## src/csr_pkg.sv

```systemverilog
package csr_pkg;

    // Machine-mode CSR block definitions

    // Data word and address widths follow the RV32 CSR space
    localparam int unsigned XLEN = 32;
    localparam int unsigned CSR_ADDR_W = 12;

    // One CSR data word
    typedef logic [XLEN-1:0] csr_word_t;

    // One CSR address as carried in the instruction
    typedef logic [CSR_ADDR_W-1:0] csr_addr_t;

    // CSR instruction opcodes
    // CSR_NONE means no CSR instruction this cycle
    typedef enum logic [1:0] {
        CSR_NONE = 2'b00,
        CSR_RW   = 2'b01,
        CSR_RS   = 2'b10,
        CSR_RC   = 2'b11
    } csr_op_e;

    // Number of implemented CSR slots
    localparam int unsigned NUM_CSR = 4;

    // Slot numbering
    // Slot order matches the address and mask tables below
    localparam int unsigned MSTATUS_SLOT = 0;
    localparam int unsigned MTVEC_SLOT   = 1;
    localparam int unsigned MEPC_SLOT    = 2;
    localparam int unsigned MCAUSE_SLOT  = 3;

    // CSR address of every slot
    localparam csr_addr_t CSR_ADDR [NUM_CSR] = '{
        12'h300,    // mstatus
        12'h305,    // mtvec
        12'h341,    // mepc
        12'h342     // mcause
    };

    // Writable bits of every slot
    // Bits outside the mask are hardwired to zero
    localparam csr_word_t CSR_WMASK [NUM_CSR] = '{
        // mstatus keeps MIE, MPIE and MPP
        32'h0000_1888,
        // mtvec base is word aligned and mode bits stay zero
        32'hFFFF_FFFC,
        // mepc is at least halfword aligned
        32'hFFFF_FFFE,
        // mcause is fully writable
        32'hFFFF_FFFF
    };

endpackage : csr_pkg
```

## src/csr_unit.sv

```systemverilog
`timescale 1ns/100ps

module csr_unit (
    input  logic                clk_i,
    input  logic                arst_n_i,

    // CSR instruction
    input  csr_pkg::csr_op_e    csr_op_i,
    input  csr_pkg::csr_addr_t  csr_addr_i,
    input  csr_pkg::csr_word_t  csr_wdata_i,

    // Trap strobe
    input  logic                trap_i,

    // Trap data, one word per CSR
    input  csr_pkg::csr_word_t  trap_mstatus_i,
    input  csr_pkg::csr_word_t  trap_mtvec_i,
    input  csr_pkg::csr_word_t  trap_mepc_i,
    input  csr_pkg::csr_word_t  trap_mcause_i,

    // Read data of the addressed CSR
    output csr_pkg::csr_word_t  csr_rdata_o,

    // Access to an unmapped address
    output logic                illegal_o
);

    import csr_pkg::*;

    localparam int unsigned SEL_W = $clog2(NUM_CSR);

    // Decoder outputs
    logic [NUM_CSR-1:0] slot_we;
    logic [SEL_W-1:0]   slot_sel;
    logic               hit;

    // Trap words in slot order
    csr_word_t trap_data [NUM_CSR];

    // Slot contents towards the read mux
    csr_word_t slot_val [NUM_CSR];

    // Place each trap port at its slot
    assign trap_data[MSTATUS_SLOT] = trap_mstatus_i;
    assign trap_data[MTVEC_SLOT]   = trap_mtvec_i;
    assign trap_data[MEPC_SLOT]    = trap_mepc_i;
    assign trap_data[MCAUSE_SLOT]  = trap_mcause_i;

    // Address decode and illegal check
    csr_op_decoder u_decoder (
        .csr_op_i   (csr_op_i),
        .csr_addr_i (csr_addr_i),
        .slot_we_o  (slot_we),
        .slot_sel_o (slot_sel),
        .hit_o      (hit),
        .illegal_o  (illegal_o)
    );

    // One register slice per CSR
    for (genvar i = 0; i < NUM_CSR; i++) begin : g_slot
        csr_slice #(
            .SLOT (i)
        ) u_slice (
            .clk_i       (clk_i),
            .arst_n_i    (arst_n_i),
            .we_i        (slot_we[i]),
            .op_i        (csr_op_i),
            .wdata_i     (csr_wdata_i),
            .trap_i      (trap_i),
            .trap_data_i (trap_data[i]),
            .value_o     (slot_val[i])
        );
    end

    // Combinational read of the old value
    csr_read_mux u_read_mux (
        .slot_val_i  (slot_val),
        .slot_sel_i  (slot_sel),
        .hit_i       (hit),
        .csr_rdata_o (csr_rdata_o)
    );

endmodule : csr_unit

```

## src/csr_read_mux.sv

```systemverilog
`timescale 1ns/100ps

module csr_read_mux (
    // Contents of every slot
    input  csr_pkg::csr_word_t                  slot_val_i [csr_pkg::NUM_CSR],

    // Slot chosen by the decoder
    input  logic [$clog2(csr_pkg::NUM_CSR)-1:0] slot_sel_i,

    // Decoder found a matching address
    input  logic                                hit_i,

    // Read data, old value of the addressed CSR
    output csr_pkg::csr_word_t                  csr_rdata_o
);

    import csr_pkg::*;

    // Value of the selected slot before the hit check
    csr_word_t sel_val;

    // Indexed pick of the slot
    assign sel_val = slot_val_i[slot_sel_i];

    // Unmapped address reads as zero
    // Select is left at zero on a miss so the pick alone would show mstatus
    always_comb begin
        if (hit_i) begin
            csr_rdata_o = sel_val;
        end else begin
            csr_rdata_o = '0;
        end
    end

endmodule : csr_read_mux

```

## src/csr_slice.sv

```systemverilog
`timescale 1ns/100ps

module csr_slice #(
    // Slot index into the package tables
    parameter int unsigned SLOT = 0
) (
    input  logic                clk_i,
    input  logic                arst_n_i,

    // Instruction write for this slot
    input  logic                we_i,
    input  csr_pkg::csr_op_e    op_i,
    input  csr_pkg::csr_word_t  wdata_i,

    // Trap load
    input  logic                trap_i,
    input  csr_pkg::csr_word_t  trap_data_i,

    // Current register contents
    output csr_pkg::csr_word_t  value_o
);

    import csr_pkg::*;

    // Writable bits of this slot
    localparam csr_word_t MASK = CSR_WMASK[SLOT];

    csr_word_t value_q;

    // Raw read-modify-write result before masking
    csr_word_t rmw_val;

    // Result of the op on the stored value
    always_comb begin
        case (op_i)
            CSR_RW:  rmw_val = wdata_i;
            CSR_RS:  rmw_val = value_q | wdata_i;
            CSR_RC:  rmw_val = value_q & ~wdata_i;
            default: rmw_val = value_q;
        endcase
    end

    // Trap wins over any instruction write
    // Both paths go through the WARL mask
    always_ff @(posedge clk_i or negedge arst_n_i) begin
        if (!arst_n_i) begin
            value_q <= '0;
        end else if (trap_i) begin
            value_q <= trap_data_i & MASK;
        end else if (we_i) begin
            value_q <= rmw_val & MASK;
        end
    end

    assign value_o = value_q;

endmodule : csr_slice

```

## src/csr_op_decoder.sv

```systemverilog
`timescale 1ns/100ps

module csr_op_decoder (
    // CSR instruction
    input  csr_pkg::csr_op_e                    csr_op_i,
    input  csr_pkg::csr_addr_t                  csr_addr_i,

    // One-hot write enable per slot
    output logic [csr_pkg::NUM_CSR-1:0]         slot_we_o,

    // Matching slot index for the read path
    output logic [$clog2(csr_pkg::NUM_CSR)-1:0] slot_sel_o,

    // Address matched one of the slots
    output logic                                hit_o,

    // Active op on an unmapped address
    output logic                                illegal_o
);

    import csr_pkg::*;

    localparam int unsigned SEL_W = $clog2(NUM_CSR);

    // Raw address match per slot
    logic [NUM_CSR-1:0] addr_match;

    // An instruction is present this cycle
    logic op_valid;

    assign op_valid = (csr_op_i != CSR_NONE);

    // Compare the address against every table entry
    always_comb begin
        for (int i = 0; i < NUM_CSR; i++) begin
            addr_match[i] = (csr_addr_i == CSR_ADDR[i]);
        end
    end

    // Write enables only fire for a real instruction
    assign slot_we_o = op_valid ? addr_match : '0;

    // Encode the matching slot
    // Addresses are unique so at most one bit is set
    always_comb begin
        slot_sel_o = '0;
        for (int i = 0; i < NUM_CSR; i++) begin
            if (addr_match[i]) begin
                slot_sel_o = SEL_W'(i);
            end
        end
    end

    // Hit is independent of the op so a read works on any cycle
    assign hit_o = |addr_match;

    // Unknown address with a live op
    assign illegal_o = op_valid && !hit_o;

endmodule : csr_op_decoder

```

## config.mk

```make
export PLATFORM = sky130hd
export DESIGN_NAME = csr_unit
export DESIGN_NICKNAME = d
export VERILOG_FILES = /design/src/csr_pkg.sv /design/src/csr_unit.sv /design/src/csr_read_mux.sv /design/src/csr_slice.sv /design/src/csr_op_decoder.sv
export SDC_FILE = /design/constraint.sdc
export NUM_CORES = 1
export LEC_CHECK = 0
export BUFFER_PORTS_ARGS = -buffer_cell sky130_fd_sc_hd__buf_2
export CORE_MARGIN = 4
export CORE_UTILIZATION = 47
export DETAILED_ROUTE_END_ITERATION = 12
export GPL_TIMING_DRIVEN = 0
export PLACE_DENSITY = 0.71
export SYNTH_ARGS = -nofsm -noshare
export SYNTH_HDL_FRONTEND = slang
export SYNTH_HIERARCHICAL = 1
export SYNTH_SLANG_ARGS = --single-unit
```

## constraint.sdc

```tcl
create_clock -name clk_i -period 4 [get_ports clk_i]
set_input_delay 0.6 -clock clk_i [delete_from_list [all_inputs] [get_ports clk_i]]
set_output_delay 0.6 -clock clk_i [all_outputs]
set_load 0.05 [all_outputs]
```

==> results_dict.tcl, run 1 <==
set metrics [dict create \
    status "finished, final reports clean" \
    synth_top_area_cell "dfrtp_1" \
    worst_clock_skew_ns 0 \
    holdBufCountCts 0 \
    track_usage_pct 26.0 \
    regToRegSetupSlack_ns 2.95 \
    leakage_nw 4.04 \
    design_area_sq_um 8850 \
    ys_top_cells_by_area "dfrtp_1 33%, mux2i_1 14%, a221o_1 8.1%" \
    grt_pass1_vias 6521 \
    maxCapViolCount 0 \
    num-nets-final 1124 \
    nFillCells 1370 \
    cts.htree.levels 3 \
    finalCritPeriodShare_pct 81.3 \
    diodes 0 \
    dp_hpwl_mm 16.8 \
    drive_gt1_share_pct 31.8 \
    crit_path_start_kind "input pin" \
    crit_arrival_ns 2.65 \
    antenna_found_initial 1 \
    die_area_sq_um 17600 \
    worstReg2RegEnd "g_slot[0].u_slice/value_o[3]" \
    rows 45 \
    slowest_delay_ns 0.53 \
    p_clk_share_pct 35.5 \
    internal_power_mw 1.84 \
    ir_worst_vdd_mv 0.190 \
    dp_cells 1124 \
    die_x_um 133 \
    grt_first_pass_wirelength_mm 36.2 \
    r2r_start "g_slot[0].u_slice/value_o[3]" \
    cts-root-buf "clkbuf_16" \
    start_util_pct 48.0 \
    synth_top_area_share_pct 33.3 \
    switching_share_pct 27.6 \
    crit_start "csr_addr_i[6]" \
    setup_viol 0 \
    seq_area_frac_synth_pct 33.3 \
    worst_slack_ns 0.749 \
    critical-path-top-delay-family "simple AND/OR/NAND/NOR gates" \
    die_height_um 133 \
    cts_sinks 97 \
    hp-class "in2async" \
    ff2ff_path_depth 4 \
    gp_congestion 0.878 \
    ioPinCount 210 \
    ys_warn_count 6 \
    synthCells 729 \
    rsz0062_at_grt "false" \
    portBuffers 178 \
    fin_crit_ns 3.25 \
    largest_reg_flops 97 \
    p_sw_mw 0.703 \
    async_flop_share_pct 100 \
    post-cts-setup-buffers 0 \
    required_ns 3.40 \
    grt-ovfl-total 0 \
    met3WireLength_mm 1.73 \
    layout.cells.non_filler 1139 \
    power_frac_comb_pct 20.2 \
    via_per_inst 5.73 \
    report.final.slew_viol_count 0 \
    synth_ff_type "dfrtp_1" \
    fmax_ghz 0.308 \
    crit_buf_inv 3 \
    tritoncts "yes" \
    numCtsBuffers 9 \
    slowest_stage "or4_4" \
    relSlewSlack_pct 57.5 \
    wl_met2_mm 10.7 \
    crit_fanout 10 \
    fp.coreArea_sq_um 15200 \
    ant_nets 0 \
    finalSetupTns_ns 0 \
    postSynthAreaPerCell_sq_um 10.0 \
    grt_start_max_net_pins 67 \
    drtPass1Iterations 5 \
    ys_types 46 \
    crit_type "in2out" \
    post_dp_cell_area_sq_um 8550 \
    dp_slack_ns 0.793 \
    syn2layout_area_growth_pct 21.4 \
    cts_resized 0 \
    routed_wl_mm 23.4 \
    drt_iter0_drc 500 \
    synth_edf_count 0 \
    clock_latency_ns 0.34 \
    m1WireLength_mm 10.5 \
    wl_per_cell_um 20.5 \
    tightest_slew_ns 0.637 \
    cp-end-kind "output port" \
    via_count 6525 \
    synth_seq_cells 97 \
    cellPowerDensity_nw_per_um2 288 \
    drc 0 \
    clkTransAtPathRegs_ns 0.07 \
    hold_viol 0 \
    highest_layer "met5" \
    crit_path_frequent_cell "buf_2" \
    clockBufferDepth 2 \
    netlist_area_sq_um 7290 \
    crit_chain "buf_2, or4_4, o211a_1, nor2_1, nand2_1, clkbuf_1, o22ai_1, buf_2" \
    p_seq_share_pct 44.3 \
]
cells in the mapped netlist, drive strengths merged (2+ instances only):
cell type  count
a221o         59
o2bb2ai       32
clkbuf        27
a41o           2
xnor2          5
o31ai          5
a221oi         3
nor3b          3
nor2b          4
nand3b         3
buf           73
o22ai         32
inv           37
nand2          7
dfrtp         97
nand2b        60
mux2i        100
nor2           6
conb           3
mux2          57
a311oi         2
or2            2
a21oi         96
logic make-up after synthesis:
family / after synthesis / synth area share [%]
AOI/OAI and AO/OA: 236 / 23.2
and+or+nand+nor: 94 / 8.68
xor gates and xnor gates: 5 / 0.601
buffers and inverters: 137 / 11.5
other: 3 / 0.154
muxes: 157 / 22.5
DFF: 97 / 33.3
layer usage:
| layer | vias up | GRT usage [%] |
|---|---|---|
| li1 | 3104 | - |
| met1 | 3117 | 35.8 |
| met2 | 268 | 41.5 |
| met3 | 34 | 4.56 |
| met4 | 2 | 8.83 |
| met5 | - | 0 |
worst max-delay path by stage:
stage,to,depth (start not counted)
floorplan,csr_rdata_o[10],6
global placement,csr_rdata_o[10],8
detailed placement,csr_rdata_o[10],8
CTS,csr_rdata_o[10],8
global route,csr_rdata_o[18],9
finish,csr_rdata_o[9],8
power groups by stage:
stage	combinational (mW)	sequential, mW	clock (mW)
2_1_floorplan	0.314	1.13	0
4_1_cts	0.511	1.13	0.917
3_5_place_dp	0.509	1.15	0
5_1_grt	0.565	1.14	0.947
3_3_place_gp	0.498	1.14	0
6_report	0.514	1.13	0.905
worst register-to-register path: stages, from the launching register on:
cell	delay, ns
dfrtp_1	0.40
inv_1	0.06
mux2i_1	0.06
a221oi_1	0.30
o31ai_1	0.11
layout by cell type, fill, tap and decap left out, types with 7 or more instances in the layout:
cell type	synthesis	layout
nand2_1	7	7
conb_1	3	31
mux2_1	29	29
inv_1	37	37
nand2b_1	60	60
a221o_1	59	59
buf_2	18	195
clkbuf_16	0	9
mux2i_1	100	100
o2bb2ai_1	32	32
mux2_2	28	28
clkbuf_1	27	29
buf_6	10	10
o22ai_1	32	32
dfrtp_1	97	97
a21oi_1	96	96
buf_4	39	40
through the flow:
step / power, mW / hold slack (ns) / util, %
detailed placement: 1.65 / 0.514 / 56.3
global route: 2.65 / 0.222 / 58.2
finish: 2.55 / 0.192 / 58.2
floorplan: 1.44 / 0.304 / -
CTS: 2.55 / 0.203 / 58.2
global placement: 1.64 / 0.510 / 56.1
final cells by class:
| type | instances | area [sq um] | share of cell area [%] |
|---|---|---|---|
| flip-flops and latches | 97 | 2430 | 27.4 |
| well taps | 188 | 235 | 2.66 |
| multi-input cells | 523 | 4130 | 46.6 |
| clock inverters | 2 | 37.5 | 0.424 |
| clock buffers | 13 | 260 | 2.94 |
| plain buffers | 100 | 702 | 7.93 |
| inverters | 37 | 139 | 1.57 |
| repair buffers | 179 | 921 | 10.4 |
No activity file was read; power rests on OpenSTA's default activity.
==> inputs of run 2 (changes only) <==
Clock period 4 ns to 3.1 ns, I/O delays scaled along.
==> results_dict.tcl, run 2 (synthesis results as in run 1) <==
set metrics [dict create \
    status "finished, final reports clean" \
    fin_crit_ns 3.01 \
    drt_iter0_drc 481 \
    wl_per_cell_um 20.5 \
    die_x_um 133 \
    holdBufCountCts 0 \
    grt-ovfl-total 0 \
    rsz0062_at_grt "false" \
    slowest_stage "or4_4" \
    ioPinCount 210 \
    finalSetupTns_ns 0 \
    finalCritPeriodShare_pct 97.0 \
    syn2layout_area_growth_pct 21.5 \
    cellPowerDensity_nw_per_um2 371 \
    fin_util_pct 58.3 \
    diodes 0 \
    fmax_ghz 0.333 \
    cts-root-buf "clkbuf_16" \
    clockBufferDepth 2 \
    required_ns 2.63 \
    tritoncts "yes" \
    power_frac_comb_pct 20.2 \
    crit_arrival_ns 2.54 \
    via_count 6550 \
    crit_path_frequent_cell "buf_2" \
    p_clk_share_pct 35.5 \
    track_usage_pct 26.0 \
    internal_power_mw 2.38 \
    num-nets-final 1124 \
    p_sw_mw 0.906 \
    hp-class "in2async" \
    crit_fanout 10 \
    cp-end-kind "output port" \
    die_height_um 133 \
    ff2ff_path_depth 4 \
    die_area_sq_um 17600 \
    switching_share_pct 27.6 \
    leakage_nw 4.04 \
    maxCapViolCount 0 \
    ir_worst_vdd_mv 0.246 \
    dp_hpwl_mm 16.8 \
    p_seq_share_pct 44.3 \
    mostFrequentLayoutCell "buf_2" \
    crit_path_start_kind "input pin" \
    clock_latency_ns 0.35 \
    via_per_inst 5.75 \
    cts.htree.levels 3 \
    gp_congestion 0.878 \
    drtPass1Iterations 5 \
    ant_nets 0 \
    relSlewSlack_pct 57.4 \
    tightest_slew_ns 0.638 \
    regToRegSetupSlack_ns 2.05 \
    hold_viol 0 \
    grt_pass1_vias 6521 \
    setup_viol 0 \
    report.final.slew_viol_count 0 \
    slowest_delay_ns 0.53 \
    start_util_pct 48.0 \
    rows 45 \
    worst_clock_skew_ns 0 \
    fp.coreArea_sq_um 15200 \
    routed_wl_mm 23.4 \
    drive_gt1_share_pct 31.9 \
    drc 0 \
    worstReg2RegEnd "g_slot[0].u_slice/value_o[3]" \
    final_cell_mix "194 x buf_2, 100 x mux2i_1, 97 x dfrtp_1" \
    r2r_start "g_slot[0].u_slice/value_o[3]" \
    crit_chain "buf_2, or4_4, o211a_1, nor2_1, nand2_1, clkbuf_1, o22ai_1, buf_2" \
    numCtsBuffers 9 \
    largest_reg_flops 97 \
    clkTransAtPathRegs_ns 0.07 \
    crit_type "in2out" \
    antenna_found_initial 1 \
    portBuffers 178 \
    grt_start_max_net_pins 67 \
    cts_sinks 97 \
    grt_first_pass_wirelength_mm 36.2 \
]
[run 2: metal layers]
layer | GRT usage (%) | wire length, um | vias up
li1 | - | - | 3107
met1 | 35.8 | 10400 | 3121
met2 | 41.5 | 10800 | 284
met3 | 4.56 | 1750 | 36
met4 | 8.83 | 502 | 2
met5 | 0 | 7 | -
[run 2: stage by stage]
stage	hold WS (ns)	std cells	worst slack, ns	power (mW)	cell area, sq um
after detailed placement	0.448	1124	0.163	2.13	8550
after CTS	0.0676	1139	0.157	3.30	8850
after global placement	0.510	1123	0.150	2.12	8520
final	0.0533	1139	0.0925	3.29	8860
after floorplan	0.169	757	0.174	1.86	7400
after global routing	0.0869	1139	0.0180	3.42	8860
[run 2: worst max-delay path by stage]
stage | from | to | cells after the start
2_1_floorplan | csr_addr_i[6] | csr_rdata_o[10] | 6
3_3_place_gp | csr_addr_i[6] | csr_rdata_o[10] | 8
3_5_place_dp | csr_addr_i[6] | csr_rdata_o[10] | 8
4_1_cts | csr_addr_i[6] | csr_rdata_o[10] | 8
5_1_grt | csr_addr_i[11] | csr_rdata_o[10] | 8
6_report | csr_addr_i[6] | csr_rdata_o[10] | 8
[run 2: power groups by stage]
| stage | sequential [mW] | clock (mW) | combinational (mW) |
|---|---|---|---|
| 2_1_floorplan | 1.45 | 0 | 0.405 |
| 4_1_cts | 1.45 | 1.18 | 0.659 |
| 3_5_place_dp | 1.48 | 0 | 0.657 |
| 3_3_place_gp | 1.47 | 0 | 0.643 |
| 6_report | 1.45 | 1.17 | 0.664 |
| 5_1_grt | 1.47 | 1.22 | 0.730 |
[run 2: layout make-up]
cell class | count | area [sq um]
fillers | 1369 | 6340
multi-input cells | 523 | 4130
flip-flops and latches | 97 | 2430
repair buffers | 179 | 923
plain buffers | 100 | 702
clock buffers | 13 | 260
well taps | 188 | 235
inverters | 37 | 139
clock inverters | 2 | 37.5
[run 2: critical path, delay by kind of cell]
family,cells,cell delay [ns]
buffers and inverters,3,0.78
AO/OA/AOI/OAI,2,0.46
AND/OR/NAND/NOR,3,0.83
[run 2: repair_timing]
item	CTS	global route
buffers inserted	0	0
resized for setup	0	2
endpoints found under the setup margin	0	9
